File: config.mk
export PLATFORM = sky130hd
export DESIGN_NAME = bpu
export DESIGN_NICKNAME = d
export VERILOG_FILES = /design/src/hdl/bpu_pkg.sv /design/src/hdl/inst_decode.sv /design/src/hdl/bimodal_table.sv /design/src/hdl/btb.sv /design/src/hdl/ras_stack.sv /design/src/hdl/pred_select.sv /design/src/hdl/bpu.sv
export SDC_FILE = /design/constraint.sdc
export NUM_CORES = 2
export LEC_CHECK = 0
export CAP_MARGIN = 15
export CORE_MARGIN = 2
export CORE_UTILIZATION = 33
export CTS_BUF_LIST = sky130_fd_sc_hd__clkbuf_8
export DETAILED_ROUTE_END_ITERATION = 8
export DONT_BUFFER_PORTS = 1
export GPL_TIMING_DRIVEN = 0
export PLACE_DENSITY = 0.53
export SYNTH_ARGS = -nofsm -noshare
export SYNTH_HDL_FRONTEND = slang
export SYNTH_SLANG_ARGS = --single-unit
export TNS_END_PERCENT = 10
File: constraint.sdc
create_clock -name clk -period 7.7 [get_ports clk]
set_input_delay 1.155 -clock clk [delete_from_list [all_inputs] [get_ports clk]]
set_output_delay 1.155 -clock clk [all_outputs]
set_load 0.05 [all_outputs]
File: src/hdl/bpu_pkg.sv
package bpu_pkg;

    localparam int XLEN = 32;

    typedef logic [XLEN-1:0] addr_t;  // pc and targets
    typedef logic [XLEN-1:0] inst_t;
    typedef logic [1:0]      ctr_t;   // 2-bit saturating counter

    // bimodal direction table, indexed by pc[6:1]
    localparam int   BM_ENTRIES = 64;
    localparam int   BM_IDX_W   = 6;
    localparam ctr_t CTR_INIT   = 2'd1;  // weakly not taken
    typedef logic [BM_IDX_W-1:0] bm_idx_t;

    // btb: index pc[5:2], tag pc[31:6]
    localparam int BTB_ENTRIES = 16;
    localparam int BTB_IDX_W   = 4;
    localparam int BTB_TAG_W   = 26;
    typedef logic [BTB_IDX_W-1:0] btb_idx_t;
    typedef logic [BTB_TAG_W-1:0] btb_tag_t;

    // return address stack, pointer counts 0..RAS_DEPTH
    localparam int RAS_DEPTH = 8;
    localparam int RAS_PTR_W = 4;
    typedef logic [RAS_PTR_W-1:0] ras_ptr_t;

    localparam logic [6:0] OP_BRANCH = 7'b1100011;
    localparam logic [6:0] OP_JAL    = 7'b1101111;
    localparam logic [6:0] OP_JALR   = 7'b1100111;

    typedef struct packed {
        logic  is_branch;
        logic  is_jal;
        logic  is_jalr;
        logic  is_ret;
        addr_t br_off;   // sign-extended B-type offset
        addr_t jal_off;  // sign-extended J-type offset
    } decode_t;

    // resolved control transfer from EX
    typedef struct packed {
        logic  valid;
        logic  taken;
        addr_t pc;
        addr_t target;
        inst_t inst;
    } update_t;

    typedef struct packed {
        logic  is_ctrl;
        logic  taken;
        addr_t target;
    } pred_t;

endpackage

File: src/hdl/inst_decode.sv
`timescale 1ns/1ps

module inst_decode import bpu_pkg::*; (
    input  inst_t   inst_i,
    output decode_t dec_o
);

    logic [6:0] opcode;
    logic [4:0] rs1;
    logic       is_jalr;
    logic       rs1_link;

    assign opcode = inst_i[6:0];
    assign rs1    = inst_i[19:15];

    // x1 (ra) or x5 (t0) are the link registers
    assign rs1_link = (rs1 == 5'd1) || (rs1 == 5'd5);
    assign is_jalr  = (opcode == OP_JALR);

    assign dec_o.is_branch = (opcode == OP_BRANCH);
    assign dec_o.is_jal    = (opcode == OP_JAL);
    assign dec_o.is_jalr   = is_jalr;
    assign dec_o.is_ret    = is_jalr && rs1_link;  // same rule on fetch and EX side

    // B-type: imm[12|10:5|4:1|11]
    assign dec_o.br_off = {
        {20{inst_i[31]}},
        inst_i[7],
        inst_i[30:25],
        inst_i[11:8],
        1'b0
    };

    // J-type: imm[20|10:1|11|19:12]
    assign dec_o.jal_off = {
        {12{inst_i[31]}},
        inst_i[19:12],
        inst_i[20],
        inst_i[30:21],
        1'b0
    };

endmodule

File: src/hdl/bimodal_table.sv
`timescale 1ns/1ps

module bimodal_table import bpu_pkg::*; (
    input  logic    clk,
    input  logic    rst,
    input  addr_t   rd_pc_i,
    output ctr_t    ctr_o,
    input  update_t upd_i
);

    ctr_t    ctr_q [BM_ENTRIES];
    bm_idx_t rd_idx;
    bm_idx_t upd_idx;
    ctr_t    upd_ctr;

    // halfword aligned index, bit 0 is always zero
    assign rd_idx  = rd_pc_i[BM_IDX_W:1];
    assign upd_idx = upd_i.pc[BM_IDX_W:1];

    assign ctr_o   = ctr_q[rd_idx];  // same-cycle read
    assign upd_ctr = ctr_q[upd_idx];

    always_ff @(posedge clk or posedge rst) begin
        if (rst) begin
            for (int i = 0; i < BM_ENTRIES; i++) begin
                ctr_q[i] <= CTR_INIT;
            end
        end else if (upd_i.valid) begin
            if (upd_i.taken) begin
                if (upd_ctr != 2'd3) begin  // saturate at strongly taken
                    ctr_q[upd_idx] <= upd_ctr + 2'd1;
                end
            end else begin
                if (upd_ctr != 2'd0) begin
                    ctr_q[upd_idx] <= upd_ctr - 2'd1;
                end
            end
        end
    end

endmodule

File: src/hdl/btb.sv
`timescale 1ns/1ps

module btb import bpu_pkg::*; (
    input  logic    clk,
    input  logic    rst,
    input  addr_t   look_pc_i,
    output logic    hit_o,
    output addr_t   target_o,
    input  update_t upd_i
);

    btb_tag_t                tag_q    [BTB_ENTRIES];
    addr_t                   target_q [BTB_ENTRIES];
    logic [BTB_ENTRIES-1:0]  valid_q;

    btb_idx_t look_idx;
    btb_tag_t look_tag;
    btb_idx_t upd_idx;
    btb_tag_t upd_tag;
    logic     upd_we;

    assign look_idx = look_pc_i[BTB_IDX_W+1:2];
    assign look_tag = look_pc_i[XLEN-1:XLEN-BTB_TAG_W];
    assign upd_idx  = upd_i.pc[BTB_IDX_W+1:2];
    assign upd_tag  = upd_i.pc[XLEN-1:XLEN-BTB_TAG_W];

    // only taken transfers allocate, old entry is simply replaced
    assign upd_we = upd_i.valid && upd_i.taken;

    assign hit_o    = valid_q[look_idx] && (tag_q[look_idx] == look_tag);
    assign target_o = target_q[look_idx];

    always_ff @(posedge clk or posedge rst) begin
        if (rst) begin
            valid_q <= '0;
        end else if (upd_we) begin
            valid_q[upd_idx] <= 1'b1;
        end
    end

    always_ff @(posedge clk) begin
        if (upd_we) begin
            tag_q[upd_idx]    <= upd_tag;
            target_q[upd_idx] <= upd_i.target;
        end
    end

    // invalid entries must mask the uninitialised tag array
    hit_known_a: assert property (@(posedge clk) disable iff (rst) !$isunknown(hit_o));

endmodule

File: src/hdl/ras_stack.sv
`timescale 1ns/1ps

module ras_stack import bpu_pkg::*; (
    input  logic    clk,
    input  logic    rst,
    input  logic    push_i,
    input  addr_t   push_addr_i,
    input  logic    ex_is_ret_i,
    input  update_t upd_i,
    input  logic    stall_i,
    output logic    nonempty_o,
    output addr_t   top_o
);

    addr_t    stack_q [RAS_DEPTH];
    ras_ptr_t sp_q;       // next free slot
    ras_ptr_t sp_pop;     // pointer after a possible pop
    ras_ptr_t top_idx;
    logic     do_pop;
    logic     do_push;

    // pop on a resolved taken return
    assign do_pop = upd_i.valid && upd_i.taken && ex_is_ret_i && !stall_i
                    && (sp_q != '0);

    assign sp_pop = do_pop ? sp_q - 1'b1 : sp_q;

    // push lands on the slot freed by a same-cycle pop
    assign do_push = push_i && !stall_i && (sp_pop != ras_ptr_t'(RAS_DEPTH));

    assign top_idx    = sp_q - 1'b1;  // garbage when empty, masked by nonempty_o
    assign nonempty_o = (sp_q != '0);
    assign top_o      = stack_q[top_idx[RAS_PTR_W-2:0]];

    always_ff @(posedge clk or posedge rst) begin
        if (rst) begin
            sp_q <= '0;
        end else if (do_push) begin
            sp_q <= sp_pop + 1'b1;
        end else begin
            sp_q <= sp_pop;
        end
    end

    always_ff @(posedge clk) begin
        if (do_push) begin
            stack_q[sp_pop[RAS_PTR_W-2:0]] <= push_addr_i;
        end
    end

    // full stack drops pushes, pointer never runs past depth
    sp_bound_a: assert property (
        @(posedge clk) disable iff (rst) sp_q <= ras_ptr_t'(RAS_DEPTH)
    );

endmodule

File: src/hdl/pred_select.sv
`timescale 1ns/1ps

module pred_select import bpu_pkg::*; (
    input  addr_t   pc_i,
    input  decode_t dec_i,
    input  ctr_t    ctr_i,
    input  logic    btb_hit_i,
    input  addr_t   btb_target_i,
    input  logic    ras_nonempty_i,
    input  addr_t   ras_top_i,
    output pred_t   pred_o
);

    addr_t seq_pc;
    addr_t br_target;
    addr_t jal_target;

    assign seq_pc     = pc_i + addr_t'(4);
    assign br_target  = pc_i + dec_i.br_off;
    assign jal_target = pc_i + dec_i.jal_off;

    always_comb begin
        pred_o.is_ctrl = 1'b0;
        pred_o.taken   = 1'b0;
        pred_o.target  = seq_pc;
        if (dec_i.is_ret) begin
            // empty stack falls through to pc+4
            if (ras_nonempty_i) begin
                pred_o.is_ctrl = 1'b1;
                pred_o.taken   = 1'b1;
                pred_o.target  = ras_top_i;
            end
        end else if (dec_i.is_jal) begin
            pred_o.is_ctrl = 1'b1;
            pred_o.taken   = 1'b1;
            pred_o.target  = btb_hit_i ? btb_target_i : jal_target;
        end else if (dec_i.is_branch || dec_i.is_jalr) begin
            pred_o.is_ctrl = 1'b1;
            if (ctr_i[1]) begin  // upper bit gives direction
                pred_o.taken = 1'b1;
                if (btb_hit_i) begin
                    pred_o.target = btb_target_i;
                end else if (dec_i.is_branch) begin
                    pred_o.target = br_target;
                end
            end
        end
    end

    always_comb begin
        assert #0 (!pred_o.taken || pred_o.is_ctrl)
            else $error("taken prediction on a non-control instruction");
    end

endmodule

File: src/hdl/bpu.sv
`timescale 1ns/1ps

module bpu import bpu_pkg::*; (
    input  logic    clk,
    input  logic    rst,
    input  addr_t   if_pc_i,
    input  inst_t   if_inst_i,
    input  update_t ex_upd_i,
    input  logic    ras_push_i,
    input  addr_t   ras_push_addr_i,
    input  logic    stall_i,
    output pred_t   pred_o
);

    decode_t if_dec;
    decode_t ex_dec;
    ctr_t    bm_ctr;
    logic    btb_hit;
    addr_t   btb_target;
    logic    ras_nonempty;
    addr_t   ras_top;

    // fetch side
    inst_decode if_decode_inst (.inst_i(if_inst_i), .dec_o(if_dec));

    // EX side, only is_ret is needed
    inst_decode ex_decode_inst (.inst_i(ex_upd_i.inst), .dec_o(ex_dec));

    bimodal_table bimodal_inst (
        .clk(clk), .rst(rst),
        .rd_pc_i(if_pc_i), .ctr_o(bm_ctr), .upd_i(ex_upd_i)
    );

    btb btb_inst (
        .clk(clk), .rst(rst),
        .look_pc_i(if_pc_i), .hit_o(btb_hit), .target_o(btb_target),
        .upd_i(ex_upd_i)
    );

    ras_stack ras_inst (
        .clk(clk), .rst(rst),
        .push_i(ras_push_i), .push_addr_i(ras_push_addr_i),
        .ex_is_ret_i(ex_dec.is_ret), .upd_i(ex_upd_i), .stall_i(stall_i),
        .nonempty_o(ras_nonempty), .top_o(ras_top)
    );

    pred_select select_inst (
        .pc_i(if_pc_i), .dec_i(if_dec), .ctr_i(bm_ctr),
        .btb_hit_i(btb_hit), .btb_target_i(btb_target),
        .ras_nonempty_i(ras_nonempty), .ras_top_i(ras_top),
        .pred_o(pred_o)
    );

endmodule

* After elaboration in Yosys (flattened, before gate mapping) *
Memories as Yosys holds them, arrays and structs flattened.
Cells that the tools add are included.

storage, ports and cells
  register bits = 148
  memory bits (writable) = 1184
  word-level logic and storage cells = 147
  memories kept = 3

memory list
  memory             words  width  rd ports  clocked after Yosys merged registers in  write ports  line             source
  btb_inst.target_q  16     32     1         0                                        1            btb.sv:13        addr_t target_q [BTB_ENTRIES];
  btb_inst.tag_q     16     26     1         0                                        1            btb.sv:12        btb_tag_t tag_q [BTB_ENTRIES];
  ras_inst.stack_q   8      32     1         0                                        1            ras_stack.sv:15  addr_t stack_q [RAS_DEPTH];

operators by class
  $add $sub $neg = 7
  order comparisons = 6
  eq/ne operators = 12
  muxes and demuxes = 31
  bitwise gates (word level) = 3
  reduce and logical (&&, ||, !) cells = 19

operators by type and width
  cell                   count
  $mux 128               3
  $bwmux 128             2
  $mux 34                4
  $mux 32                3
  $add 32x32->32         2
  $mux 33                1
  $add 32x3->32 const B  1
  $eq 7x7->1 const B     4
  $eq 26x26->1           1
  $bmux 2 s6             2
  $or 16x16->16          1
  $ge 7x7->1 const B     2
  $not 6->7              2
  $demux 2 s6            1
  $logic_and 1x1->1      11
  $eq 5x1->1 const B     2
  $eq 5x3->1 const B     2
  $lt 4x5->1 const B     2
  $mux 2                 5
  $mux 4                 2
  $lt 7x1->1 const B     1
  $mux 1                 6
  $add 4x1->4 const B    1
  $bmux 1 s4             1
  13 further kinds       16

* Longest topological paths before layout *
  depth after elaboration = 11
  depth in mapped cells = 19
  depth with buffers taken out = 17

* Cells and area by module *
From an unflattened synthesis, not the netlist that was laid out.

second synthesis, totals
  cells, all modules = 3657
  area, all modules = 61215.0 sq um

modules (own cells, without submodules)
  module         instances  cells each  area each (sq um)  seq. area each (sq um)
  btb            1          1546        36466.2            28267.1
  ras_stack      1          431         10073.4            7787.5
  bimodal_table  1          618         7621.1             3283.1
  pred_select    1          912         5940.7             0.0
  inst_decode    2          75          556.8              0.0

* Worst setup path after synthesis *
Ideal clock, no wire load.

  path type = input-to-output
  start point = input if_pc_i[2]
  end point = output pred_o[1] (netlist name)
  arrival time = 5.538 ns
  data required time = 6.545 ns
  setup slack = 1.007 ns
  stages = 15
  buffers on the path = 5
  cell sequence = buf_6 > buf_6 > buf_6 > mux4_2 > xnor2_1 > o311a_1 > a2111oi_0 > nand4_1 > nor3_2 > nand3_1 > buf_2 > buf_2 > nand3_1 > a21oi_1 > o41ai_1

RTL lines
  item             line       source
  start, declared  bpu.sv:6   input addr_t if_pc_i,
  end, declared    bpu.sv:12  output pred_t pred_o

==> impl_metrics.yaml <==
floorplanning:
  dieHeight_um: 424
  coreArea_mm2: 0.176
  initial_core_util_pct: 33.1
  num_rows: 154
  die_w_um: 424
  ios: 232
  dieArea_mm2: 0.180
sta:
  max_freq_ghz: 0.131
  slew_headroom_pct: 10.2
  rsz0062_at_grt: "no"
  fin_ws_ns: 0.0773
  tightest_slew_ns: 1.35
  fin_worst_skew_ns: 0.0508
  finalSetupTns_ns: 0
  finalSetupViolCount: 0
  finalMaxSlewViolations: 0
  period_minus_slack_ns: 7.62
  finalCritPeriodShare_pct: 99.0
  final_hold_viol_count: 0
clocking:
  htree_num_levels: 4
  clock-sinks: 1332
  postCtsSetupRepairBufs: 0
  insertion_delay_ns: 0.95
  cts_max_path_buffers: 3
  clkTransAtPathRegs_ns: 0.06
  numCtsBuffers: 217
  cts_tree: "yes"
  root_buffer: "clkbuf_8"
logic_synthesis:
  avgSynthCellArea_um2: 17.0
  ys_ff_latch: 1332
  synth_area_leader_cell: "edfxtp_1"
  ys_types: 94
  synth_top_cells_by_count: "edfxtp_1 (1184), mux4_2 (328), nand2_1 (233)"
  ys_seq_area_share_pct: 67.7
  synth_top_area_share_pct: 61.2
  netlist_area_mm2: 0.0581
  synth_most_common_cell: "edfxtp_1"
  synthTopCellsByArea: "edfxtp_1 (61%), mux4_2 (13%), dfrtp_1 (3.6%)"
  async_flop_share_pct: 11.1
  synth_nets: 3667
  ys.flop_type: "edfxtp_1"
  synth-edff-count: 1184
  synth_cells: 3418
  yosysWarnings: 0
global_route:
  grt_max_degree: 119
  grt_pass1_wl_um: 267000
  overflow: 0
  first_global_vias: 34500
  antenna_found_initial: 11
  grt_usage_pct: 20.9
power:
  p_switching_w: 0.00516
  seqPwrFrac_pct: 47.6
  comb_power_share_pct: 19.0
  intPower_w: 0.0124
  pwr-share-clk_pct: 33.4
  cellLeakagePower_nw: 22.2
  switching_share_pct: 29.4
  p_per_area_mw_per_mm2: 262
  ir_drop_uv: 173
setup_path:
  arrival_ns: 6.47
  cp_data_required_time_ns: 6.55
  slowest_delay_ns: 0.69
  crit_slowest_cell: "nor4b_1"
  crit_path_end_kind: "output port"
  cp-start-kind: "input port"
  path_buf_inv: 7
  crit_family: "buffers and inverters"
  path_class: "input port to output port"
  critPathMaxFanout: 10
  crit_chain: "buf_4 > buf_2 > inv_1 > buf_2 > buf_2 > mux2i_1 > xnor2_1 > nor4b_1 > o211a_1 > nand3_1 > buf_2 > buf_2 > a31oi_1 > o221ai_1 > o22ai_2"
  critPathMostFrequentCell: "buf_2"
finish:
  final_area_mm2: 0.0670
  syn_to_final_growth_pct: 15.2
  nets: 3961
  finish.utilization_pct: 38.1
  drive_above_1_share_pct: 25.5
routing:
  vias: 34300
  wirelength_um: 190000
  drt.antenna.violating_nets: 0
  route.detailed.drc: 0
  routedWlPerCell_um: 30.4
  vias_per_cell: 5.49
  drtPass1Iterations: 8
  dr.first_iter.drc_count: 3220
placement:
  numPortBuffers: 0
  routabilityCongestion: 0.975
  dp_hpwl_um: 133000
  pre_cts_slack_ns: -0.228
  place_area_mm2: 0.0627
run_status:
  status: "complete, no violations"
min_path:
  min_path_type: "input port to register"
flow_run:
  drv_cap: 0
flip-flops by register name, summed over array words and instances (netlist names), named ones only:
signal,flops
btb_inst.target_q,512
btb_inst.tag_q,416
ras_inst.sp_q,4
ras_inst.stack_q,256
bimodal_inst.ctr_q,64
btb_inst.valid_q,16
layout make-up:
| type | count | area, µm² |
|---|---|---|
| repair buffers | 75 | 1410 |
| inverters | 42 | 165 |
| clock inverters | 172 | 1040 |
| well taps | 2340 | 2930 |
| flip-flops and latches | 1332 | 39300 |
| fillers | 16300 | 109000 |
| multi-input cells | 1840 | 17900 |
| diodes | 21 | 52.6 |
| clock buffers | 224 | 3080 |
| plain buffers | 204 | 996 |
power by group through the flow:
stage | registers, W | clock network, W | logic (W)
after floorplan | 0.00847 | 0 | 0.00203
after global placement | 0.00852 | 0 | 0.00323
after detailed placement | 0.00851 | 0 | 0.00331
after CTS | 0.00836 | 0.00601 | 0.00333
after global routing | 0.00839 | 0.00632 | 0.00353
final | 0.00836 | 0.00587 | 0.00334
worst reg2reg max path, delay by kind of cell, from the launching register on:
family / cells / cell delay (ns)
buffers and inverters: 6 / 1.54
AO/OA/AOI/OAI: 2 / 1.07
AND/OR/NAND/NOR: 5 / 1.96
adder cells (fa/ha/maj): 2 / 0.48
flip-flops: 1 / 0.37
per-layer routing:
layer	wire length (µm)	global-route usage, %
met5	20	0
met4	9310	9.88
met3	12200	4.42
met1	77500	26.9
met2	90900	33.8
placed cells by master (no fill, tap or decap), types with 28 or more instances in the layout:
cell      netlist  layout
nor3_1         30      28
edfxtp_1     1184    1184
a211oi_1       32      31
ha_1           49      49
buf_12          3      51
buf_2          38      39
xnor2_1        66      66
dfrtp_1        84      84
o21ai_0       131     131
mux2i_1        89      89
inv_1          41     105
mux4_2        328     328
a22oi_1        61      61
dfstp_2        64      64
clkinv_2        0      32
clkbuf_8        0     224
a21oi_1        81      81
nand3_1        44      44
nor2_1        125     101
mux2_2         91      91
clkbuf_1      123     121
nand2_1       233     233
and3_1         33      33
clkinv_1        0      51
xor2_1         38      38
a21o_1         35      35
worst paths after layout:
check                                      from                 endpoint  slack, ns  depth (start not counted)
max in group asynchronous                   rst     btb_inst.valid_q[10]       6.07                          3
hold / removal                     ex_upd_i[87]   btb_inst.tag_q[12][17]       0.28                          0
min in group asynchronous                   rst   bimodal_inst.ctr_q[73]       0.67                          2
hold reg to reg            btb_inst.valid_q[11]     btb_inst.valid_q[11]       0.46                          1
setup reg to reg               ras_inst.sp_q[0]  ras_inst.stack_q[6][30]       1.95                         15
setup / recovery                     if_pc_i[4]               pred_o[21]       0.08                         15
cells by family (layout without fill, tap and decap cells):
kind of cell	count (synthesis)	in the layout	synth area share [%]
xor+xnor	104	104	1.57
mux	509	509	16.0
flops	1332	1332	67.7
compound gates	561	561	6.59
other cells	0	21	0
buf+inv	246	717	1.96
fa+ha+maj	51	51	1.12
simple gates	615	615	5.07
repair_timing:
action	in CTS	in global routing
setup endpoints to repair	10	10
hold buffers	1	0
hold endpoints to repair	12	0
gates resized for setup	5	11
pin swaps	0	0
through the flow:
stage | total power (W) | std cells | hold WS (ns)
2_1_floorplan | 0.0105 | 3418 | 0.434
3_3_place_gp | 0.0118 | 5758 | 0.446
3_5_place_dp | 0.0118 | 5832 | 0.449
4_1_cts | 0.0177 | 6229 | 0.178
5_1_grt | 0.0182 | 6247 | 0.210
6_report | 0.0176 | 6250 | 0.285
(Power assumes the default switching activity.)
